### src/design/fetch_pkg.sv
/*
  fetch package
  shared widths, parcel queue sizing, reset PC and the RV32 opcode
  and funct constants used by the instruction fetch unit
*/
package fetch_pkg;

  ///////////////////////////////
  // widths
  ///////////////////////////////
  localparam int unsigned XLEN             = 32;
  localparam int unsigned PARCEL_W         = 16;
  localparam int unsigned PARCELS_PER_WORD = XLEN / PARCEL_W;  // 2

  typedef logic [XLEN-1:0]     xlen_t;    // address or data word
  typedef logic [PARCEL_W-1:0] parcel_t;  // one 16-bit parcel
  typedef logic [31:0]         insn_t;    // one full instruction

  ///////////////////////////////
  // queue sizing
  ///////////////////////////////
  // max outstanding fetches on the memory side
  localparam int unsigned INFLIGHT_CNT   = 2;

  // depth in parcels
  localparam int unsigned QUEUE_DEPTH    = 3 * INFLIGHT_CNT * PARCELS_PER_WORD;

  // stop requesting here, leaves room for the words still in flight
  localparam int unsigned FULL_THRESHOLD =
    QUEUE_DEPTH - (INFLIGHT_CNT + 1) * PARCELS_PER_WORD;

  typedef logic [$clog2(QUEUE_DEPTH+1)-1:0] queue_cnt_t;

  localparam xlen_t PC_INIT = 32'h0000_0200;  // reset PC

  ///////////////////////////////
  // instruction words
  ///////////////////////////////
  localparam insn_t INSN_NOP     = 32'h0000_0013;  // addi x0,x0,0
  localparam insn_t INSN_WFI     = 32'h1050_0073;
  localparam insn_t INSN_ILLEGAL = 32'h0000_0000;

  // major opcodes
  localparam logic [6:0] OPC_OP_IMM = 7'b0010011;
  localparam logic [6:0] OPC_OP     = 7'b0110011;
  localparam logic [6:0] OPC_LUI    = 7'b0110111;

  // funct3
  localparam logic [2:0] F3_ADDI = 3'b000;
  localparam logic [2:0] F3_SLLI = 3'b001;
  localparam logic [2:0] F3_ADD  = 3'b000;
  localparam logic [2:0] F3_SUB  = 3'b000;
  localparam logic [2:0] F3_XOR  = 3'b100;
  localparam logic [2:0] F3_OR   = 3'b110;
  localparam logic [2:0] F3_AND  = 3'b111;

  // funct7
  localparam logic [6:0] F7_ADD  = 7'b0000000;  // also xor, or, and
  localparam logic [6:0] F7_SUB  = 7'b0100000;

endpackage

### src/design/fetch_addr_gen.sv
/*
  fetch address generator
  holds the linear fetch address, steps it one word per accepted
  request and reloads it on a branch redirect
*/
`timescale 1ns/1ps

module fetch_addr_gen
(
  input  logic             clk_i,
  input  logic             rst_ni,
  input  logic             bu_flush_i,     // redirect strobe
  input  fetch_pkg::xlen_t bu_nxt_pc_i,    // redirect target
  input  logic             queue_full_i,
  input  logic             imem_ack_i,
  output fetch_pkg::xlen_t imem_adr_o,
  output logic             imem_req_o,
  output logic             imem_flush_o
);

  fetch_pkg::xlen_t adr_seq;  // address + one word

  // no new fetches while the queue is full or the stream is redirected
  assign imem_req_o   = ~queue_full_i & ~bu_flush_i;
  assign imem_flush_o = bu_flush_i;

  assign adr_seq = imem_adr_o + 32'd4;

  // sequential fetches are word aligned but a redirect target may not be
  always_ff @(posedge clk_i or negedge rst_ni)
  begin
    if (!rst_ni)
      imem_adr_o <= fetch_pkg::PC_INIT;
    else if (bu_flush_i)
      imem_adr_o <= bu_nxt_pc_i;
    else if (imem_req_o && imem_ack_i)
      imem_adr_o <= {adr_seq[31:2], 2'b00};
  end

  ///////////////////////////////
  // checks
  ///////////////////////////////
  // an accepted fetch moves on to the next word boundary
  a_seq_step: assert property (
    @(posedge clk_i) disable iff (!rst_ni)
    imem_req_o && imem_ack_i |=>
      imem_adr_o[1:0] == 2'b00 &&
      (imem_adr_o - $past(imem_adr_o) == 32'd4 || imem_adr_o - $past(imem_adr_o) == 32'd2)
  ) else $error("accepted fetch did not step to the next word");

endmodule

### src/design/parcel_queue.sv
/*
  parcel queue
  shift-register queue of 16-bit instruction parcels. each cycle the
  popped parcels shift out and the valid incoming parcels are appended,
  low parcel first. reports fill level for the request logic
*/
`timescale 1ns/1ps

module parcel_queue
(
  input  logic                                    clk_i,
  input  logic                                    rst_ni,
  input  logic                                    flush_i,
  input  fetch_pkg::xlen_t                        parcel_i,
  input  logic [fetch_pkg::PARCELS_PER_WORD-1:0]  parcel_valid_i,
  input  logic                                    pop_one_i,
  input  logic                                    pop_two_i,
  output fetch_pkg::insn_t                        head_o,        // two oldest parcels
  output logic                                    head_valid_o,  // at least one parcel
  output logic                                    pair_valid_o,  // at least two parcels
  output logic                                    full_o
);

  localparam int unsigned DEPTH = fetch_pkg::QUEUE_DEPTH;

  fetch_pkg::parcel_t    q     [DEPTH];      // parcel storage, entry 0 is the head
  fetch_pkg::parcel_t    q_win [DEPTH+2];    // storage padded for the shift
  fetch_pkg::parcel_t    q_nxt [DEPTH];
  fetch_pkg::queue_cnt_t cnt;
  fetch_pkg::queue_cnt_t cnt_nxt;
  fetch_pkg::queue_cnt_t cnt_shift;          // fill after the pop
  fetch_pkg::queue_cnt_t pop_cnt;
  fetch_pkg::queue_cnt_t lo_slot;
  fetch_pkg::queue_cnt_t hi_slot;

  assign pop_cnt = pop_two_i ? fetch_pkg::queue_cnt_t'(2) : {3'b000, pop_one_i};

  assign cnt_shift = cnt - pop_cnt;
  assign lo_slot   = cnt_shift;
  assign hi_slot   = cnt_shift + {3'b000, parcel_valid_i[0]};  // high parcel follows low

  ///////////////////////////////
  // next queue contents
  ///////////////////////////////
  always_comb
  begin
    for (int i = 0; i < DEPTH + 2; i++)
      q_win[i] = (i < DEPTH) ? q[i] : '0;

    for (int i = 0; i < DEPTH; i++)
    begin
      // shift out popped parcels
      if (pop_two_i)
        q_nxt[i] = q_win[i+2];
      else if (pop_one_i)
        q_nxt[i] = q_win[i+1];
      else
        q_nxt[i] = q_win[i];

      // append incoming parcels behind the remaining ones
      if (parcel_valid_i[0] && fetch_pkg::queue_cnt_t'(i) == lo_slot)
        q_nxt[i] = parcel_i[15:0];
      if (parcel_valid_i[1] && fetch_pkg::queue_cnt_t'(i) == hi_slot)
        q_nxt[i] = parcel_i[31:16];
    end
  end

  always_comb
  begin
    if (flush_i)
      cnt_nxt = '0;  // same-cycle input dropped too
    else
      cnt_nxt = cnt_shift + {3'b000, parcel_valid_i[0]} + {3'b000, parcel_valid_i[1]};
  end

  always_ff @(posedge clk_i or negedge rst_ni)
  begin
    if (!rst_ni)
      cnt <= '0;
    else
      cnt <= cnt_nxt;
  end

  always_ff @(posedge clk_i)
  begin
    for (int i = 0; i < DEPTH; i++)
      q[i] <= q_nxt[i];
  end

  assign head_o       = {q[1], q[0]};
  assign head_valid_o = (cnt != '0);
  assign pair_valid_o = (cnt >= fetch_pkg::queue_cnt_t'(2));
  assign full_o       = (cnt >= fetch_pkg::queue_cnt_t'(fetch_pkg::FULL_THRESHOLD));

  ///////////////////////////////
  // checks
  ///////////////////////////////
  a_no_overflow: assert property (
    @(posedge clk_i) disable iff (!rst_ni)
    cnt <= fetch_pkg::queue_cnt_t'(DEPTH)
  ) else $error("parcel queue overflow");

  a_no_underflow: assert property (
    @(posedge clk_i) disable iff (!rst_ni)
    (pop_two_i |-> cnt >= fetch_pkg::queue_cnt_t'(2)) and (pop_one_i |-> cnt != '0)
  ) else $error("parcel queue popped past its fill level");

endmodule

### src/design/rvc_expander.sv
/*
  RVC expander
  builds the 32-bit form of the supported compressed instructions,
  every other or reserved parcel becomes the illegal word.
  32-bit instructions pass through with WFI replaced by a NOP
*/
`timescale 1ns/1ps

module rvc_expander
(
  input  fetch_pkg::parcel_t parcel_i,
  input  fetch_pkg::insn_t   insn32_i,
  input  logic               is_rvc_i,
  output fetch_pkg::insn_t   insn_o
);

  // op-imm, I-type layout
  function automatic fetch_pkg::insn_t enc_i(input logic [11:0] imm, input logic [4:0] rs1,
                                             input logic [2:0] f3, input logic [4:0] rd);
    return {imm, rs1, f3, rd, fetch_pkg::OPC_OP_IMM};
  endfunction

  // register-register, R-type layout
  function automatic fetch_pkg::insn_t enc_r(input logic [6:0] f7, input logic [4:0] rs2,
                                             input logic [4:0] rs1, input logic [2:0] f3,
                                             input logic [4:0] rd);
    return {f7, rs2, rs1, f3, rd, fetch_pkg::OPC_OP};
  endfunction

  logic [4:0]       rd_full;     // rd/rs1 field, bits 11:7
  logic [4:0]       rs2_full;    // rs2 field, bits 6:2
  logic [4:0]       rd_prime;    // x8..x15
  logic [4:0]       rs2_prime;
  logic [5:0]       imm6;        // CI immediate
  logic [11:0]      imm_ci;
  logic [19:0]      imm_lui;
  fetch_pkg::insn_t rvc_insn;

  assign rd_full   = parcel_i[11:7];
  assign rs2_full  = parcel_i[6:2];
  assign rd_prime  = {2'b01, parcel_i[9:7]};
  assign rs2_prime = {2'b01, parcel_i[4:2]};
  assign imm6      = {parcel_i[12], parcel_i[6:2]};
  assign imm_ci    = {{6{imm6[5]}}, imm6};
  assign imm_lui   = {{14{imm6[5]}}, imm6};

  always_comb
  begin
    rvc_insn = fetch_pkg::INSN_ILLEGAL;  // unsupported and reserved forms
    case ({parcel_i[15:13], parcel_i[1:0]})
      5'b000_01:  // C.NOP / C.ADDI
        rvc_insn = (rd_full == 5'd0) ? fetch_pkg::INSN_NOP
                                     : enc_i(imm_ci, rd_full, fetch_pkg::F3_ADDI, rd_full);
      5'b010_01:  // C.LI
        if (rd_full != 5'd0)
          rvc_insn = enc_i(imm_ci, 5'd0, fetch_pkg::F3_ADDI, rd_full);
      5'b011_01:  // C.LUI, rd=2 would be ADDI16SP
        if (rd_full != 5'd0 && rd_full != 5'd2 && imm6 != 6'd0)
          rvc_insn = {imm_lui, rd_full, fetch_pkg::OPC_LUI};
      5'b100_01:  // register ALU group, bit 12 set means W forms
        if (parcel_i[12:10] == 3'b011)
        begin
          case (parcel_i[6:5])
            2'b00: rvc_insn = enc_r(fetch_pkg::F7_SUB, rs2_prime, rd_prime,
                                    fetch_pkg::F3_SUB, rd_prime);
            2'b01: rvc_insn = enc_r(fetch_pkg::F7_ADD, rs2_prime, rd_prime,
                                    fetch_pkg::F3_XOR, rd_prime);
            2'b10: rvc_insn = enc_r(fetch_pkg::F7_ADD, rs2_prime, rd_prime,
                                    fetch_pkg::F3_OR, rd_prime);
            default: rvc_insn = enc_r(fetch_pkg::F7_ADD, rs2_prime, rd_prime,
                                      fetch_pkg::F3_AND, rd_prime);
          endcase
        end
      5'b000_10:  // C.SLLI, shamt[5] lands in imm bit 5
        rvc_insn = enc_i({6'b000000, imm6}, rd_full, fetch_pkg::F3_SLLI, rd_full);
      5'b100_10:  // C.MV / C.ADD, rs2=0 are jumps and ebreak
        if (rs2_full != 5'd0)
        begin
          if (parcel_i[12])
            rvc_insn = enc_r(fetch_pkg::F7_ADD, rs2_full, rd_full, fetch_pkg::F3_ADD, rd_full);
          else if (rd_full != 5'd0)
            rvc_insn = enc_r(fetch_pkg::F7_ADD, rs2_full, 5'd0, fetch_pkg::F3_ADD, rd_full);
        end
      default: ;
    endcase
  end

  always_comb
  begin
    if (is_rvc_i)
      insn_o = rvc_insn;
    else if (insn32_i == fetch_pkg::INSN_WFI)
      insn_o = fetch_pkg::INSN_NOP;  // wfi runs as a nop
    else
      insn_o = insn32_i;
  end

endmodule

### src/design/fetch_issue.sv
/*
  fetch issue stage
  decodes the length of the head instruction, pops its parcels,
  tracks PC and next-PC and registers the instruction and bubble
  for the pre-decode stage
*/
`timescale 1ns/1ps

module fetch_issue
(
  input  logic             clk_i,
  input  logic             rst_ni,
  input  logic             bu_flush_i,
  input  fetch_pkg::xlen_t bu_nxt_pc_i,
  input  logic             pd_stall_i,
  input  fetch_pkg::insn_t head_i,
  input  logic             head_valid_i,
  input  logic             pair_valid_i,
  output logic             pop_one_o,
  output logic             pop_two_o,
  output fetch_pkg::xlen_t if_pc_o,
  output fetch_pkg::xlen_t if_nxt_pc_o,
  output fetch_pkg::insn_t if_insn_o,
  output logic             if_bubble_o
);

  logic             is_16bit;
  logic             insn_avail;  // all parcels of the head present
  logic             issue;
  fetch_pkg::insn_t nxt_insn;

  ///////////////////////////////
  // length decode and pop
  ///////////////////////////////
  assign is_16bit   = ~&head_i[1:0];
  assign insn_avail = head_valid_i & (is_16bit | pair_valid_i);
  assign issue      = insn_avail & ~pd_stall_i & ~bu_flush_i;

  assign pop_one_o = issue & is_16bit;
  assign pop_two_o = issue & ~is_16bit;

  rvc_expander u_rvc_expander
  (
    .parcel_i ( head_i[15:0] ),
    .insn32_i ( head_i       ),
    .is_rvc_i ( is_16bit     ),
    .insn_o   ( nxt_insn     )
  );

  ///////////////////////////////
  // outputs
  ///////////////////////////////
  always_ff @(posedge clk_i or negedge rst_ni)
  begin
    if (!rst_ni)
      if_nxt_pc_o <= fetch_pkg::PC_INIT;
    else if (bu_flush_i)
      if_nxt_pc_o <= bu_nxt_pc_i;
    else if (issue)
      if_nxt_pc_o <= if_nxt_pc_o + (is_16bit ? 32'd2 : 32'd4);
  end

  always_ff @(posedge clk_i or negedge rst_ni)
  begin
    if (!rst_ni)
    begin
      if_pc_o   <= fetch_pkg::PC_INIT;
      if_insn_o <= fetch_pkg::INSN_NOP;
    end
    else if (issue)
    begin
      if_pc_o   <= if_nxt_pc_o;  // pc of the popped instruction
      if_insn_o <= nxt_insn;
    end
  end

  // bubble holds while stalled and is forced on a redirect
  always_ff @(posedge clk_i or negedge rst_ni)
  begin
    if (!rst_ni)
      if_bubble_o <= 1'b1;
    else if (bu_flush_i)
      if_bubble_o <= 1'b1;
    else if (!pd_stall_i)
      if_bubble_o <= ~insn_avail;
  end

  // a shown instruction is 2 or 4 bytes long
  a_nxt_pc_step: assert property (
    @(posedge clk_i) disable iff (!rst_ni)
    !if_bubble_o |-> (if_nxt_pc_o - if_pc_o == 32'd2) || (if_nxt_pc_o - if_pc_o == 32'd4)
  ) else $error("next pc is not one instruction past pc");

endmodule

### src/design/instr_fetch.sv
/*
  RV32 instruction fetch unit, top level
  address generator, parcel queue and issue stage with RVC expansion
*/
`timescale 1ns/1ps

module instr_fetch
(
  input  logic                                   clk_i,
  input  logic                                   rst_ni,
  // instruction memory
  output fetch_pkg::xlen_t                       imem_adr_o,
  output logic                                   imem_req_o,
  input  logic                                   imem_ack_i,
  output logic                                   imem_flush_o,
  input  fetch_pkg::xlen_t                       imem_parcel_i,
  input  logic [fetch_pkg::PARCELS_PER_WORD-1:0] imem_parcel_valid_i,
  // redirect and back-pressure
  input  logic                                   bu_flush_i,
  input  fetch_pkg::xlen_t                       bu_nxt_pc_i,
  input  logic                                   pd_stall_i,
  // to pre-decode
  output fetch_pkg::xlen_t                       if_pc_o,
  output fetch_pkg::xlen_t                       if_nxt_pc_o,
  output fetch_pkg::insn_t                       if_insn_o,
  output logic                                   if_bubble_o
);

  logic             queue_full;
  logic             head_valid;
  logic             pair_valid;
  logic             pop_one;
  logic             pop_two;
  fetch_pkg::insn_t head;

  fetch_addr_gen u_addr_gen
  (
    .clk_i        ( clk_i        ),
    .rst_ni       ( rst_ni       ),
    .bu_flush_i   ( bu_flush_i   ),
    .bu_nxt_pc_i  ( bu_nxt_pc_i  ),
    .queue_full_i ( queue_full   ),
    .imem_ack_i   ( imem_ack_i   ),
    .imem_adr_o   ( imem_adr_o   ),
    .imem_req_o   ( imem_req_o   ),
    .imem_flush_o ( imem_flush_o )
  );

  parcel_queue u_parcel_queue
  (
    .clk_i          ( clk_i               ),
    .rst_ni         ( rst_ni              ),
    .flush_i        ( imem_flush_o        ),  // drops responses in the redirect cycle
    .parcel_i       ( imem_parcel_i       ),
    .parcel_valid_i ( imem_parcel_valid_i ),
    .pop_one_i      ( pop_one             ),
    .pop_two_i      ( pop_two             ),
    .head_o         ( head                ),
    .head_valid_o   ( head_valid          ),
    .pair_valid_o   ( pair_valid          ),
    .full_o         ( queue_full          )
  );

  fetch_issue u_issue
  (
    .clk_i        ( clk_i       ),
    .rst_ni       ( rst_ni      ),
    .bu_flush_i   ( bu_flush_i  ),
    .bu_nxt_pc_i  ( bu_nxt_pc_i ),
    .pd_stall_i   ( pd_stall_i  ),
    .head_i       ( head        ),
    .head_valid_i ( head_valid  ),
    .pair_valid_i ( pair_valid  ),
    .pop_one_o    ( pop_one     ),
    .pop_two_o    ( pop_two     ),
    .if_pc_o      ( if_pc_o     ),
    .if_nxt_pc_o  ( if_nxt_pc_o ),
    .if_insn_o    ( if_insn_o   ),
    .if_bubble_o  ( if_bubble_o )
  );

endmodule

### config.mk
export PLATFORM = sky130hd
export DESIGN_NAME = instr_fetch
export DESIGN_NICKNAME = d
export VERILOG_FILES = /design/src/design/fetch_pkg.sv /design/src/design/fetch_addr_gen.sv /design/src/design/parcel_queue.sv /design/src/design/rvc_expander.sv /design/src/design/fetch_issue.sv /design/src/design/instr_fetch.sv
export SDC_FILE = /design/constraint.sdc
export NUM_CORES = 1
export LEC_CHECK = 0
export BUFFER_PORTS_ARGS = -buffer_cell sky130_fd_sc_hd__buf_4
export CAP_MARGIN = 20
export CORE_ASPECT_RATIO = 1.1
export CORE_MARGIN = 2
export CORE_UTILIZATION = 30
export CTS_CLUSTER_SIZE = 28
export DETAILED_ROUTE_END_ITERATION = 10
export SLEW_MARGIN = 0
export SYNTH_ARGS = -nofsm -noshare
export SYNTH_HDL_FRONTEND = slang
export SYNTH_SLANG_ARGS = --single-unit
### constraint.sdc
create_clock -name clk_i -period 13.45 [get_ports clk_i]
set_input_delay 1.345 -clock clk_i [delete_from_list [all_inputs] [get_ports clk_i]]
set_output_delay 1.345 -clock clk_i [all_outputs]
set_load 0.005 [all_outputs]
==> results.cfg <==
[place]
gp_congestion = 0.901
placed_area_sq_um = 21500
port_buffers = 201
place_inst = 2836
hpwlAfterDp_mm = 48.2

[timing]
fmax_mhz = 161
setup_violations = 0
whs_ns = 0.472
final_hold_viol_count = 0
fin_crit_sh_pct = 46.2
period_minus_slack_ns = 6.21
rsz0062_at_grt = no
maxSlewHeadroom_pct = 27.8
drv_slew = 0
finClkSkew_ns = 0.0276
tns_ns = 0
tightest_slew_ns = 1.08

[power]
cellLeakagePower_nw = 9.46
powerDensity_nw_per_um2 = 216
ir_drop_v = 0.000104

[worst_setup_path]
crit_slowest_cell = fa_1
cp.arrival_ns = 6.27
crit_family = simple AND/OR/NAND/NOR gates
critical_path_depth = 13
reg2reg_slack_ns = 7.43
critPathCapture = u_parcel_queue.q[2][15]$_DFFE_PP_
max_stage_delay_ns = 0.76
cp_num_buf_inv = 3
crit_top_cell = buf_4
r2r_cells = 12
path_cells = buf_4 > nor2_1 > and3_4 > inv_4 > fa_1 > ha_1 > nand2b_1 > a21oi_1 > o41ai_1 > a22oi_1 > buf_4 > nand2_2 > nand3_1
cp.required_ns = 13.51
critPathLaunch = bu_flush_i
start_kind = input pin
r2r-start = u_parcel_queue.cnt[3]$_DFF_PN0_
critical_path_class = input pin to register
endpoint_kind = register
crit_fanout = 64
r2r-end = u_parcel_queue.q[2][15]$_DFFE_PP_

[die]
ios = 202
die_height_microns = 270
fp-row-count = 97
die_w_microns = 246
core_sq_um = 63700
dieArea_sq_um = 66500
initial_utilization_pct = 30.3

[detailed_routing]
drt-total-wl_mm = 68.2
vias_per_cell = 5.34
antenna_left = 0
drt-initial-drc-count = 1478
first_pass_iters = 6
drc_errors = 0
vias = 15528
detail_route.wl_per_cell_microns = 23.4

[global_routing]
grt_max_degree = 111
grt_use_met3_pct = 3.47
grt_pass1_wl_mm = 101
grt_busiest_layer = met2
track_usage_pct = 20.1
grt_util_met1_pct = 26.6
globalRouteMet2Util_pct = 32.3
overflow = 0
antenna_found_initial = 2
first_global_vias = 15432

[run]
drv_cap = 0

[cells_and_area]
mostFrequentLayoutCell = nand2_1
antenna_cells = 0
fillers = 6368
final_cell_count_no_fill = 2910
final_nets = 2121
finalInstanceArea_sq_um = 22800
drive_above_1_share_pct = 21.0
fin_util_pct = 35.8
mostFrequentLayoutCells = nand2_1, mux2i_1, buf_4
syn_to_final_growth_pct = 18.1

[clock_tree]
clk_pin_slew_ns = 0.06
cts_tree = yes
cts_root_buffer = clkbuf_16
ctsHoldBuffers = 0
clock_latency_ns = 0.58
cts_resized = 0
cts.htree.levels = 2
clock_path_buffers = 3
post-cts-setup-buffers = 0
numCtsBuffers = 40
clkSinkCount = 325

[synth]
netlist_instances = 1909
synth_fp_nets = 1991
synth_top_area_share_pct = 29.8
netlist_area_sq_um = 19300
yosys.area.top_type = edfxtp_1
synthTopCellsByArea = edfxtp_1, dfrtp_1, mux2i_1, nand2_1, mux2_2
ys_ff_latch = 325
synth_edf_count = 192
seq_area_frac_synth_pct = 47.1
synth_flop_cell = edfxtp_1
yosysUniqueCellTypes = 77
synthArstFlopShare_pct = 40.9
avgSynthCellArea_sq_um = 10.1
yosysWarnings = 0

[hold_path]
hold_path.class = register to register

[status]
outcome = finished clean
[cells in the mapped netlist, types with 4 or more instances]
master,number
nand2_1,409
mux2i_1,285
edfxtp_1,192
a21oi_1,157
dfrtp_1,126
mux2_2,109
clkbuf_1,80
inv_1,56
o21ai_0,47
nand3_1,44
xnor2_1,43
nor2_1,37
buf_2,35
nand4_1,25
and3_1,21
xor2_1,19
o21a_1,15
nand2b_1,12
nor2b_1,11
or3_1,11
buf_1,9
ha_1,9
a22o_1,8
and4_1,7
dfstp_2,7
a21o_1,6
a221oi_1,6
a22oi_1,6
buf_6,6
nor3_1,6
o211ai_1,6
o21ai_1,6
or2_2,6
a21oi_2,5
a31oi_1,5
buf_4,5
nor3b_1,5
nor4_1,5
nor4b_1,4
[how the worst min path moves through the flow]
| stage | from | depth (start not counted) | end | slack [ns] |
|---|---|---|---|---|
| after floorplan | u_issue.if_pc_o[9]$_DFFE_PN1N_ | 2 | u_issue.if_pc_o[9]$_DFFE_PN1N_ | 0.45 |
| after global placement | u_issue.if_pc_o[9]$_DFFE_PN1N_ | 2 | u_issue.if_pc_o[9]$_DFFE_PN1N_ | 0.45 |
| after detailed placement | u_issue.if_pc_o[10]$_DFFE_PN0N_ | 2 | u_issue.if_pc_o[10]$_DFFE_PN0N_ | 0.46 |
| after CTS | u_issue.if_pc_o[9]$_DFFE_PN1N_ | 2 | u_issue.if_pc_o[9]$_DFFE_PN1N_ | 0.47 |
| after global routing | u_issue.if_insn_o[4]$_DFFE_PN1N_ | 2 | u_issue.if_insn_o[4]$_DFFE_PN1N_ | 0.50 |
| final | u_issue.if_pc_o[9]$_DFFE_PN1N_ | 2 | u_issue.if_pc_o[9]$_DFFE_PN1N_ | 0.47 |
[metrics by stage]
step | worst slack (ns) | power (mW)
floorplan | 7.82 | 3.14
global placement | 6.68 | 3.79
detailed placement | 6.66 | 3.83
CTS | 7.22 | 4.94
global route | 6.81 | 5.22
finish | 7.24 | 4.93
[power breakdown]
| part | total [mW] | leakage (nW) | internal [mW] | switching [mW] |
|---|---|---|---|---|
| Sequential | 1.96 | 3.42 | 1.63 | 0.335 |
| Clock | 1.08 | 0.637 | 0.629 | 0.450 |
| Combinational | 1.89 | 5.41 | 0.821 | 1.07 |
| Total | 4.93 | 9.46 | 3.08 | 1.86 |
[cell type report]
cell class	count	area [sq um]	share of cell area, %
inverters	58	220	0.964
clock buffers	56	1130	4.95
well taps	841	1050	4.61
clock inverters	16	169	0.740
multi-input cells	1391	9450	41.4
repair buffers	223	1710	7.47
flip-flops and latches	325	9100	39.9
[sequential cells by signal (all words and copies together) (netlist names)]
name / count
u_addr_gen.imem_adr_o: 32
u_issue.if_nxt_pc_o: 32
u_issue.if_pc_o: 32
u_issue.if_bubble_o: 1
u_parcel_queue.q: 192
u_parcel_queue.cnt: 4
u_issue.if_insn_o: 32
[cell families after synthesis]
logic type      synth area share, %
compound gates                 9.02
xor+xnor                       2.81
fa+ha+maj                     0.790
buf+inv                        4.30
flops                          47.1
mux                            21.1
simple gates                   14.9
[worst reg2reg max path, stage by stage, from the launching register on]
cell and delay, ns:
dfrtp_1 0.57, or3_1 0.58, and3_4 0.36, inv_4 0.62, fa_1 0.65, ha_1 0.44
nand2b_1 0.18, a211oi_1 0.06, o41ai_1 0.47, a22oi_1 0.16, buf_4 0.25, nand2_2 0.46
nand3_1 0.74
[per-layer routing]
metal / share of wire, % / vias to the layer above
met4: 4.3 / 0
met2: 46 / 679
met5: 0 / -
li1: - / 7043
met1: 42 / 7665
met3: 7.7 / 141
No activity file was read; power rests on OpenSTA's default activity.
